**src/rtl/panel_defs.svh**
```systemverilog
`ifndef PANEL_DEFS_SVH
`define PANEL_DEFS_SVH

// Panel geometry, two halves share one row address
`define PANEL_COLS      32
`define PANEL_SCAN_ROWS 8

// Encoder position wraps past this value
`define QUAD_COUNT_MAX  23

// APB register map
`define APB_ADDR_W      12
`define REG_CTRL        12'h000
`define REG_STATUS      12'h004

// Pixel i = row*32 + col lives at PIX_BASE + 4*i
`define PIX_BASE        12'h400

`endif

```
**src/rtl/panel_pkg.sv**
```systemverilog
`include "panel_defs.svh"

package panel_pkg;

  // {red, green, blue}
  typedef logic [2:0] pixel_t;

  typedef logic [4:0] col_t;
  typedef logic [2:0] scan_row_t;

  // {scan row, column}
  typedef logic [7:0] fb_addr_t;

  typedef logic [4:0] count_t;

  typedef logic [`APB_ADDR_W-1:0] apb_addr_t;
  typedef logic [31:0]            apb_data_t;

  typedef enum logic [1:0] {
    SHIFT_LOW,
    SHIFT_HIGH,
    BLANK,
    LATCH
  } shift_state_e;

endpackage

```
**src/rtl/quad_decoder.sv**
```systemverilog
`timescale 1ns/1ns
`include "panel_defs.svh"

module quad_decoder (
  input  logic              clk,
  input  logic              rst,
  input  logic              quad_a,
  input  logic              quad_b,
  output panel_pkg::count_t count
);

  localparam panel_pkg::count_t COUNT_MAX = panel_pkg::count_t'(`QUAD_COUNT_MAX);

  logic [1:0] a_sync;
  logic [1:0] b_sync;
  logic       a_prev;
  logic       rise;

  // Edge flop holds the previous synchronised level
  assign rise = a_sync[1] && !a_prev;

  always_ff @(posedge clk) begin
    if (rst) begin
      a_sync <= '0;
      b_sync <= '0;
      a_prev <= 1'b0;
      count  <= '0;
    end else begin
      a_sync <= {a_sync[0], quad_a};
      b_sync <= {b_sync[0], quad_b};
      a_prev <= a_sync[1];

      if (rise) begin
        if (!b_sync[1]) begin
          if (count == COUNT_MAX) begin
            count <= '0;
          end else begin
            count <= count + 1'b1;
          end
        end else begin
          if (count == '0) begin
            count <= COUNT_MAX;
          end else begin
            count <= count - 1'b1;
          end
        end
      end
    end
  end

endmodule

```
**src/rtl/panel_apb_regs.sv**
```systemverilog
`timescale 1ns/1ns
`include "panel_defs.svh"

module panel_apb_regs (
  input  logic                 clk,
  input  logic                 rst,
  input  logic                 psel,
  input  logic                 penable,
  input  logic                 pwrite,
  input  panel_pkg::apb_addr_t paddr,
  input  panel_pkg::apb_data_t pwdata,
  output panel_pkg::apb_data_t prdata,
  output logic                 pready,
  output logic                 pslverr,
  input  panel_pkg::count_t    count,
  output logic                 scan_en,
  output logic                 blank,
  output logic                 wr_en,
  output panel_pkg::fb_addr_t  wr_addr,
  output logic                 wr_half,
  output panel_pkg::pixel_t    wr_pixel,
  output panel_pkg::fb_addr_t  rd_a_addr,
  output logic                 rd_a_half,
  input  panel_pkg::pixel_t    rd_a_pixel
);

  localparam int PIX_BYTES = 2 * `PANEL_SCAN_ROWS * `PANEL_COLS * 4;

  panel_pkg::apb_addr_t pix_off;
  logic                 hit_ctrl;
  logic                 hit_status;
  logic                 hit_pix;
  logic                 pix_read;
  logic                 wait_q;

  assign pix_off    = paddr - `PIX_BASE;
  assign hit_ctrl   = (paddr == `REG_CTRL);
  assign hit_status = (paddr == `REG_STATUS);
  assign hit_pix    = (paddr >= `PIX_BASE) && (pix_off < PIX_BYTES);

  // Bit 10 picks the half, bits 9:2 are {scan row, column}
  assign wr_addr   = pix_off[9:2];
  assign wr_half   = pix_off[10];
  assign wr_pixel  = pwdata[2:0];
  assign rd_a_addr = pix_off[9:2];
  assign rd_a_half = pix_off[10];

  assign wr_en    = psel && penable && pwrite && hit_pix;
  assign pix_read = psel && !pwrite && hit_pix;

  // Memory read needs one extra cycle
  assign pready  = psel && penable && (!pix_read || wait_q);
  assign pslverr = pready && !(hit_ctrl || hit_status || hit_pix);

  always_comb begin
    prdata = '0;
    if (hit_ctrl) begin
      prdata[1:0] = {blank, scan_en};
    end else if (hit_status) begin
      prdata[4:0] = count;
    end else if (hit_pix) begin
      prdata[2:0] = rd_a_pixel;
    end
  end

  always_ff @(posedge clk) begin
    if (rst) begin
      wait_q  <= 1'b0;
      scan_en <= 1'b0;
      blank   <= 1'b0;
    end else begin
      wait_q <= psel && penable && pix_read && !wait_q;
      if (psel && penable && pwrite && hit_ctrl) begin
        scan_en <= pwdata[0];
        blank   <= pwdata[1];
      end
    end
  end

endmodule

```
**src/rtl/frame_mem.sv**
```systemverilog
`timescale 1ns/1ns
`include "panel_defs.svh"

module frame_mem (
  input  logic                clk,
  input  logic                wr_en,
  input  logic                wr_half,
  input  panel_pkg::fb_addr_t wr_addr,
  input  panel_pkg::pixel_t   wr_pixel,
  input  panel_pkg::fb_addr_t rd_a_addr,
  input  logic                rd_a_half,
  output panel_pkg::pixel_t   rd_a_pixel,
  input  panel_pkg::fb_addr_t addr_b,
  output panel_pkg::pixel_t   pixel_upper,
  output panel_pkg::pixel_t   pixel_lower
);

  localparam int DEPTH = `PANEL_SCAN_ROWS * `PANEL_COLS;

  // Rows 0-7 and rows 8-15
  panel_pkg::pixel_t mem_upper [DEPTH];
  panel_pkg::pixel_t mem_lower [DEPTH];

  always_ff @(posedge clk) begin
    if (wr_en && !wr_half) begin
      mem_upper[wr_addr] <= wr_pixel;
    end
    if (wr_en && wr_half) begin
      mem_lower[wr_addr] <= wr_pixel;
    end
  end

  always_ff @(posedge clk) begin
    rd_a_pixel  <= rd_a_half ? mem_lower[rd_a_addr] : mem_upper[rd_a_addr];
    pixel_upper <= mem_upper[addr_b];
    pixel_lower <= mem_lower[addr_b];
  end

endmodule

```
**src/rtl/scan_sequencer.sv**
```systemverilog
`timescale 1ns/1ns
`include "panel_defs.svh"

module scan_sequencer (
  input  logic                 clk,
  input  logic                 rst,
  input  logic                 scan_en,
  input  logic                 busy,
  output panel_pkg::fb_addr_t  addr_b,
  output logic                 col_valid,
  output logic                 row_done,
  output panel_pkg::scan_row_t scan_row
);

  localparam panel_pkg::col_t      LAST_COL = panel_pkg::col_t'(`PANEL_COLS - 1);
  localparam panel_pkg::scan_row_t LAST_ROW = panel_pkg::scan_row_t'(`PANEL_SCAN_ROWS - 1);

  panel_pkg::col_t      col;
  panel_pkg::scan_row_t row;
  logic                 phase;
  logic                 run;
  logic                 issue;

  // A started row always runs to column 31
  assign run    = scan_en || phase || (col != '0);
  assign issue  = run && !phase && !busy;
  assign addr_b = {row, col};

  always_ff @(posedge clk) begin
    if (rst) begin
      col       <= '0;
      row       <= '0;
      phase     <= 1'b0;
      col_valid <= 1'b0;
      row_done  <= 1'b0;
      scan_row  <= '0;
    end else begin
      // Flags trail the address by the memory read
      col_valid <= issue;
      row_done  <= issue && (col == LAST_COL);
      scan_row  <= row;

      if (run && !busy) begin
        phase <= !phase;
        if (phase) begin
          if (col == LAST_COL) begin
            col <= '0;
            if (row == LAST_ROW) begin
              row <= '0;
            end else begin
              row <= row + 1'b1;
            end
          end else begin
            col <= col + 1'b1;
          end
        end
      end else if (!run) begin
        // Restart from row 0 once stopped
        row <= '0;
      end
    end
  end

endmodule

```
**src/rtl/panel_shifter.sv**
```systemverilog
`timescale 1ns/1ns

module panel_shifter (
  input  logic                 clk,
  input  logic                 rst,
  input  logic                 blank,
  input  logic                 col_valid,
  input  logic                 row_done,
  input  panel_pkg::scan_row_t scan_row,
  input  panel_pkg::pixel_t    pixel_upper,
  input  panel_pkg::pixel_t    pixel_lower,
  output panel_pkg::pixel_t    rgb0,
  output panel_pkg::pixel_t    rgb1,
  output logic                 rgb_clk,
  output logic                 rgb_stb,
  output logic                 oe_n,
  output panel_pkg::scan_row_t row_sel,
  output logic                 busy
);

  panel_pkg::shift_state_e state;
  logic                    col_live;
  logic                    latch_pend;
  logic                    buf_valid;
  panel_pkg::pixel_t       buf_upper;
  panel_pkg::pixel_t       buf_lower;
  panel_pkg::scan_row_t    latch_row;

  assign busy = (state == panel_pkg::BLANK) || (state == panel_pkg::LATCH);

  // Display on only while a column is shifting
  assign oe_n = blank || !((state == panel_pkg::SHIFT_HIGH) ||
                           ((state == panel_pkg::SHIFT_LOW) && col_live));

  always_ff @(posedge clk) begin
    if (rst) begin
      state      <= panel_pkg::SHIFT_LOW;
      col_live   <= 1'b0;
      latch_pend <= 1'b0;
      buf_valid  <= 1'b0;
      rgb0       <= '0;
      rgb1       <= '0;
      rgb_clk    <= 1'b0;
      rgb_stb    <= 1'b0;
      row_sel    <= '0;
    end else begin
      rgb_stb <= 1'b0;
      if (col_valid && row_done) begin
        latch_pend <= 1'b1;
        latch_row  <= scan_row;
      end

      case (state)
        panel_pkg::SHIFT_LOW: begin
          if (col_live) begin
            state   <= panel_pkg::SHIFT_HIGH;
            rgb_clk <= 1'b1;
          end else if (col_valid) begin
            rgb0     <= pixel_upper;
            rgb1     <= pixel_lower;
            col_live <= 1'b1;
          end
        end
        panel_pkg::SHIFT_HIGH: begin
          rgb_clk <= 1'b0;
          if (latch_pend) begin
            state    <= panel_pkg::BLANK;
            col_live <= 1'b0;
          end else begin
            state    <= panel_pkg::SHIFT_LOW;
            col_live <= col_valid;
            if (col_valid) begin
              rgb0 <= pixel_upper;
              rgb1 <= pixel_lower;
            end
          end
        end
        panel_pkg::BLANK: begin
          state      <= panel_pkg::LATCH;
          rgb_stb    <= 1'b1;
          row_sel    <= latch_row;
          latch_pend <= 1'b0;
        end
        default: begin
          state     <= panel_pkg::SHIFT_LOW;
          col_live  <= buf_valid;
          buf_valid <= 1'b0;
          if (buf_valid) begin
            rgb0 <= buf_upper;
            rgb1 <= buf_lower;
          end
        end
      endcase

      // First column of the next row waits out blank and latch
      if (col_valid && ((state == panel_pkg::BLANK) ||
                        ((state == panel_pkg::SHIFT_HIGH) && latch_pend))) begin
        buf_valid <= 1'b1;
        buf_upper <= pixel_upper;
        buf_lower <= pixel_lower;
      end
    end
  end

endmodule

```
**src/rtl/rgb_panel_top.sv**
```systemverilog
`timescale 1ns/1ns

module rgb_panel_top (
  input  logic                 clk,
  input  logic                 rst,
  input  logic                 psel,
  input  logic                 penable,
  input  logic                 pwrite,
  input  panel_pkg::apb_addr_t paddr,
  input  panel_pkg::apb_data_t pwdata,
  output panel_pkg::apb_data_t prdata,
  output logic                 pready,
  output logic                 pslverr,
  input  logic                 quad_a,
  input  logic                 quad_b,
  output panel_pkg::pixel_t    rgb_ind,
  output panel_pkg::pixel_t    rgb0,
  output panel_pkg::pixel_t    rgb1,
  output logic                 rgb_clk,
  output logic                 rgb_stb,
  output logic                 oe_n,
  output panel_pkg::scan_row_t row_sel
);

  panel_pkg::count_t    count;
  logic                 scan_en;
  logic                 blank;
  logic                 wr_en;
  panel_pkg::fb_addr_t  wr_addr;
  logic                 wr_half;
  panel_pkg::pixel_t    wr_pixel;
  panel_pkg::fb_addr_t  rd_a_addr;
  logic                 rd_a_half;
  panel_pkg::pixel_t    rd_a_pixel;
  panel_pkg::fb_addr_t  addr_b;
  panel_pkg::pixel_t    pixel_upper;
  panel_pkg::pixel_t    pixel_lower;
  logic                 col_valid;
  logic                 row_done;
  panel_pkg::scan_row_t scan_row;
  logic                 busy;

  // Indicator shows the low bits of the position
  assign rgb_ind = count[2:0];

  quad_decoder u_quad (
    .clk    (clk),
    .rst    (rst),
    .quad_a (quad_a),
    .quad_b (quad_b),
    .count  (count)
  );

  panel_apb_regs u_regs (
    .clk        (clk),
    .rst        (rst),
    .psel       (psel),
    .penable    (penable),
    .pwrite     (pwrite),
    .paddr      (paddr),
    .pwdata     (pwdata),
    .prdata     (prdata),
    .pready     (pready),
    .pslverr    (pslverr),
    .count      (count),
    .scan_en    (scan_en),
    .blank      (blank),
    .wr_en      (wr_en),
    .wr_addr    (wr_addr),
    .wr_half    (wr_half),
    .wr_pixel   (wr_pixel),
    .rd_a_addr  (rd_a_addr),
    .rd_a_half  (rd_a_half),
    .rd_a_pixel (rd_a_pixel)
  );

  frame_mem u_mem (
    .clk         (clk),
    .wr_en       (wr_en),
    .wr_half     (wr_half),
    .wr_addr     (wr_addr),
    .wr_pixel    (wr_pixel),
    .rd_a_addr   (rd_a_addr),
    .rd_a_half   (rd_a_half),
    .rd_a_pixel  (rd_a_pixel),
    .addr_b      (addr_b),
    .pixel_upper (pixel_upper),
    .pixel_lower (pixel_lower)
  );

  scan_sequencer u_seq (
    .clk       (clk),
    .rst       (rst),
    .scan_en   (scan_en),
    .busy      (busy),
    .addr_b    (addr_b),
    .col_valid (col_valid),
    .row_done  (row_done),
    .scan_row  (scan_row)
  );

  panel_shifter u_shift (
    .clk         (clk),
    .rst         (rst),
    .blank       (blank),
    .col_valid   (col_valid),
    .row_done    (row_done),
    .scan_row    (scan_row),
    .pixel_upper (pixel_upper),
    .pixel_lower (pixel_lower),
    .rgb0        (rgb0),
    .rgb1        (rgb1),
    .rgb_clk     (rgb_clk),
    .rgb_stb     (rgb_stb),
    .oe_n        (oe_n),
    .row_sel     (row_sel),
    .busy        (busy)
  );

endmodule

```
**config.mk**
```make
export PLATFORM = sky130hd
export DESIGN_NAME = rgb_panel_top
export DESIGN_NICKNAME = d
export VERILOG_FILES = /design/src/rtl/panel_pkg.sv /design/src/rtl/quad_decoder.sv /design/src/rtl/panel_apb_regs.sv /design/src/rtl/frame_mem.sv /design/src/rtl/scan_sequencer.sv /design/src/rtl/panel_shifter.sv /design/src/rtl/rgb_panel_top.sv
export VERILOG_INCLUDE_DIRS = /design/src /design/src/rtl
export SDC_FILE = /design/constraint.sdc
export NUM_CORES = 2
export LEC_CHECK = 0
export BUFFER_PORTS_ARGS = -buffer_cell sky130_fd_sc_hd__buf_4
export CAP_MARGIN = 20
export CORE_MARGIN = 10
export CORE_UTILIZATION = 34
export CTS_CLUSTER_SIZE = 25
export DETAILED_ROUTE_END_ITERATION = 16
export PLACE_DENSITY_LB_ADDON = 0.15
export SETUP_SLACK_MARGIN = 0.3
export SYNTH_ARGS = -nofsm -noshare
export SYNTH_HDL_FRONTEND = slang
export SYNTH_SLANG_ARGS = --single-unit
export TNS_END_PERCENT = 50
```
**constraint.sdc**
```tcl
create_clock -name clk -period 8.4 [get_ports clk]
set_clock_uncertainty 0.15 [all_clocks]
set_input_delay 0 -clock clk [delete_from_list [all_inputs] [get_ports clk]]
set_output_delay 0 -clock clk [all_outputs]
set_load 0.05 [all_outputs]
```
==> Word level (Yosys, flattened, before mapping) <==
Memory sizes are Yosys's and may differ from the RTL's. A register that Yosys moved wholly into a read port is not among the register bits.
Cells that the tools add are included.
Widths: inputs -> output; s select.
{ "totals": {"n_memories": 2, "out_inout_bits": 49, "ff_bits": 55, "wordCells": 146, "ramBits": 1536} }
{ "memory_table": {"columns": ["memory", "depth", "width", "rd", "rd_ports_with_merged_regs", "wr", "line_no", "source"], "rows": [
  ["u_mem.mem_lower", 256, 3, 2, 1, 1, "frame_mem.sv:22", "panel_pkg::pixel_t mem_lower [DEPTH];"],
  ["u_mem.mem_upper", 256, 3, 2, 1, 1, "frame_mem.sv:21", "panel_pkg::pixel_t mem_upper [DEPTH];"]
]} }
{ "classes": {"n_eq_ne": 14, "n_addsub": 5, "n_mux": 41, "magnitude_cmp": 2, "reduce_logical": 54, "n_bitwise": 2} }
{ "ops": {"columns": ["operator", "count"], "rows": [
  ["$mux 3", 17],
  ["$logic_and 1x1->1", 22],
  ["$mux 5", 4],
  ["$pmux 3 s3", 2],
  ["$eq 12x3->1 const B", 1],
  ["$ge 12x11->1 const B", 1],
  ["$logic_not 12->1", 1],
  ["$lt 12x12->1 const B", 1],
  ["$sub 12x11->12 const B", 1],
  ["$mux 1", 11],
  ["$add 5x1->5 const B", 2],
  ["$eq 5x5->1 const B", 2],
  ["$logic_not 1->1", 9],
  ["$logic_or 1x1->1", 9],
  ["$mux 2", 4],
  ["$ne 2x2->1 const B", 4],
  ["$reduce_and 2->1", 4],
  ["$ne 2x1->1 const B", 3],
  ["$pmux 2 s3", 1],
  ["$logic_not 5->1", 1],
  ["$reduce_bool 5->1", 1],
  ["$sub 5x1->5 const B", 1],
  ["$eq 2x2->1 const B", 2],
  ["$reduce_and 4->1", 1],
  ["12 further kinds", 13]
]} }

==> Longest topological paths before layout <==
{ "depth": {"depth_word": 8, "ltp_mapped": 13, "depth_no_buf": 7} }

==> Cells and area by module <==
Synthesis repeated with hierarchy kept, for this count alone.
{ "hier_totals": {"cells_unflattened": 4447, "hier_area_um2": 76763.6} }
{ "modules_own_cells": {"columns": ["module", "seq_area_each_um2", "cells_per_inst", "area_each_um2", "n_inst"], "rows": [
  ["frame_mem", 46304.4, 4156, 73958.4, 1],
  ["panel_shifter", 590.6, 93, 1028.5, 1],
  ["panel_apb_regs", 60.1, 83, 670.6, 1],
  ["scan_sequencer", 280.3, 61, 609.3, 1],
  ["quad_decoder", 200.2, 54, 496.7, 1]
]} }

==> Worst setup path after synthesis <==
Ideal clock, no wire load.
{ "synth_timing": {"kind": "in2out", "start": "in paddr[3]", "end": "out pslverr", "slack_ns": 5.267, "required_time_ns": 8.250, "path_stages": 9, "arrival_ns": 2.983, "cell_sequence": "buf_2 > buf_4 > buf_2 > buf_2 > buf_2 > nor2_1 > nand2_1 > nor2_1 > nor4_1"} }
{ "synth_between": {"elab_chain_len": 8, "elab_cells_between_ends": 14} }
{ "synth_rtl": {"columns": ["element", "line_no", "source"], "rows": [
  ["start, declared", "rgb_panel_top.sv:9", "input panel_pkg::apb_addr_t paddr,"],
  ["$sub 12x11->12 (no source line)", null, null],
  ["$lt 12x12->1", "panel_apb_regs.sv:39", "assign hit_pix = (paddr >= `PIX_BASE) && (pix_off < PIX_BYTES);"],
  ["$logic_and 1x1->1", "panel_apb_regs.sv:39", null],
  ["$logic_and 1x1->1", "panel_apb_regs.sv:49", "assign pix_read = psel && !pwrite && hit_pix;"],
  ["$logic_not 1->1", "panel_apb_regs.sv:52", "assign pready = psel && penable && (!pix_read || wait_q);"],
  ["$logic_or 1x1->1", "panel_apb_regs.sv:52", null],
  ["$logic_and 1x1->1", "panel_apb_regs.sv:52", null],
  ["$logic_and 1x1->1 (*)", "panel_apb_regs.sv:53", "assign pslverr = pready && !(hit_ctrl || hit_status || hit_pix);"],
  ["end, declared", "rgb_panel_top.sv:13", "output logic pslverr,"]
]} }
Every way passes the cells marked *; elsewhere a longest branch is shown, timed or not.

==> metrics.cfg <==
[pwr]
peakVddDrop_uv=213.5
swShare_pct=23.41
powerDensity_nw_per_um2=219.9
p_seq_share_pct=46.6
combPwrFrac_pct=9.3
leakage_uw=0.02526
clkPwrFrac_pct=44.1
cell_internal_pwr_uw=14430
p_switching_uw=4410

[placed_design]
hpwl_um=147700
post-place-cells=6755
port_buffers=43
place.gp.congestion=0.7844

[floorplan]
io_pins=100
die_area_um2=241800
dieHeight_um=491.8
die_w_um=491.8
core_area_um2=221900
num_rows=173
start_util_pct=34.11

[critical_path]
crit_cells=7
worstSetupStartpointType=register
crit_fanout=67
end_kind=register
slowest_stage=dfxtp_4
ff2ff_path_depth=7
crit_buf_inv=2
critPathRequiredTime_ns=8.91
worst_ep_arrival_time_ns=5.11
slowest_delay_ns=0.74
crit_path_end=u_mem.pixel_upper[2]
cp_cell_sequence=buf_12, buf_12, mux4_2, mux4_2, mux4_2, a22oi_1, nand2_1
reg2reg_slack_ns=3.80
cpMostUsedCell=mux4_2
r2r-end=u_mem.pixel_upper[2]
cp-startpoint=u_seq.col[0]
reg2reg_from=u_seq.col[0]
cp_top_family=multiplexers
critical_path_class=register to register

[synth]
syn_inst=3989
synth_warnings=0
synthTopCellsByCount=1545 x edfxtp_1, 936 x mux4_2, 575 x nor2_1, 191 x clkbuf_1, 110 x nand2_1
synth_edf_count=1545
netlist_top_cells_area=edfxtp_1 61%, mux4_2 28%, nor2_1 2.9%
ys.flop_type=edfxtp_1
yosysUniqueCellTypes=55
avgSynthCellArea_um2=18.97
synth_area_leader_cell=edfxtp_1
synth.most_common_cell=edfxtp_1
ys_ff_latch=1597
synth_area_um2=75670
ys_seq_area_share_pct=62.69
synth_top_area_share_pct=61.31
async_flop_share_pct=0

[clocking]
htreeDepth=4
clk_latency_ns=0.84
postCtsResizedCells=0
cts_tree=done
clockBufferDepth=3
cts.sinks=1597
cts-root-buf=clkbuf_16
clk_pin_slew_ns=0.06
cts-buffers-inserted=180

[global_routing]
grt_pass1_vias=43010
grt_first_pass_wirelength_um=340300
grt_use_total_pct=19.57
antenna_found_initial=12
gr-total-overflow=0
grt_start_max_net_pins=216

[sta]
layout_worst_path_cycle_share_pct=54.82
setup_viol=0
hold_violations=0
slew_headroom_pct=21.13
setup_tns_ns=0
rsz0062_at_grt=false
max_freq_mhz=217.2
tightestPinTransition_ns=1.183
slew_violations=0
fin_crit_ns=4.605

[drt]
via_per_inst=5.828
vias=41493
drt_wl_total_um=242300
post_drt_wl_per_cell_um=34.03
firstDrtPassIters=5
post-route-drc-count=0
first_iter_violations=4292
ant_nets=0

[final_layout]
fin_cells=7119
nets=4049
layout-drive-gt1-share_pct=33.74
area_delta_synth_final_pct=13.24

[status]
outcome=finished, final reports clean

[hold_path]
hold_class=input pin to register

[job]
cap_violations=0

-- flip-flops by register name (all words and copies together), names as in the netlist, 5 cells and up --
register and flops:
u_mem.mem_lower 768, u_seq.col 5, u_mem.mem_upper 768, u_quad.count 5
-- cells by family (layout without fill, tap and decap cells) --
family	after synthesis	count (layout)	synth area share, %
buf+inv	386	514	2.360
compound gates	169	169	1.538
xor+xnor	1	1	0.01158
mux	1010	1010	28.84
other cells	1	28	0.004956
simple gates	817	817	4.425
flops	1597	1597	62.69
fa+ha+maj	8	8	0.1323
-- cell type report --
cell class | instances | area, um2
Clock buffer | 212 | 4730
Fill cell | 20077 | 136200
Timing Repair Buffer | 165 | 1553
Antenna cell | 1 | 2.502
Sequential cell | 1597 | 47460
Inverter | 14 | 60.06
Tap cell | 2975 | 3722
Clock inverter | 123 | 1453
Multi-Input combinational cell | 2032 | 26720
-- layer usage --
metal,track usage (%),share of wire (%)
met1,26.53,42
met2,32.71,49
met3,3.225,6.2
met4,5.296,2.7
met5,0,0.014
-- tightest hold or removal path, delay by kind of cell --
kind	cells	cell delay (ns)
AO/OA/AOI/OAI	1	0.10
buffers and inverters	2	0.40
AND/OR/NAND/NOR	3	0.47
-- how the worst min path moves through the flow --
stage	startpoint	endpoint	slack (ns)	cells past startpoint
floorplan	rst	u_shift.state[1]	-0.07	1
global placement	quad_a	u_quad.a_sync[0]	0.07	2
detailed placement	quad_a	u_quad.a_sync[0]	0.08	2
CTS	paddr[7]	u_mem.rd_a_pixel[2]	0.03	6
global route	pwdata[0]	u_mem.mem_lower[54][0]	0.11	2
finish	paddr[7]	u_mem.rd_a_pixel[2]	0.1	6
-- power groups by stage --
stage | registers [uW] | logic, uW | clock network [uW]
after floorplan | 8930 | 1120 | 0
after global placement | 8950 | 1770 | 0
after detailed placement | 8950 | 1770 | 0
after CTS | 8780 | 1780 | 8460
after global routing | 8780 | 1850 | 8800
final | 8780 | 1750 | 8310
-- per-stage QoR --
stage	instance area, um2	utilization (%)	worst slack (ns)	power [uW]	hold slack [ns]
global placement	79210	35.70	3.349	10720	0.07217
global route	85690	38.62	3.666	19420	0.1071
detailed placement	79210	35.70	3.714	10720	0.08108
CTS	85680	38.62	3.793	19020	0.02543
finish	85690	38.62	3.795	18840	0.09996
floorplan	75770	-	5.267	10050	-0.07325
-- repair_timing --
item                                   in CTS  in global routing
endpoints found under the hold margin     657                  0
buffers inserted                            0                  0
hold buffers                               27                  0
-- cell usage in the layout (no fill, tap or decap), types with 27 or more instances in the layout --
cell type | netlist | layout
nor2_1 | 575 | 568
edfxtp_1 | 1545 | 1545
nand2_1 | 110 | 98
mux2i_1 | 70 | 70
dfxtp_1 | 52 | 46
clkbuf_16 | 0 | 184
bufinv_16 | 0 | 30
a22oi_1 | 32 | 32
nand3_1 | 36 | 32
a21oi_1 | 41 | 41
conb_1 | 1 | 27
buf_4 | 55 | 116
clkinv_2 | 0 | 32
clkinv_1 | 0 | 30
mux4_2 | 936 | 936
Note: power is estimated with default switching activity, not from simulation.
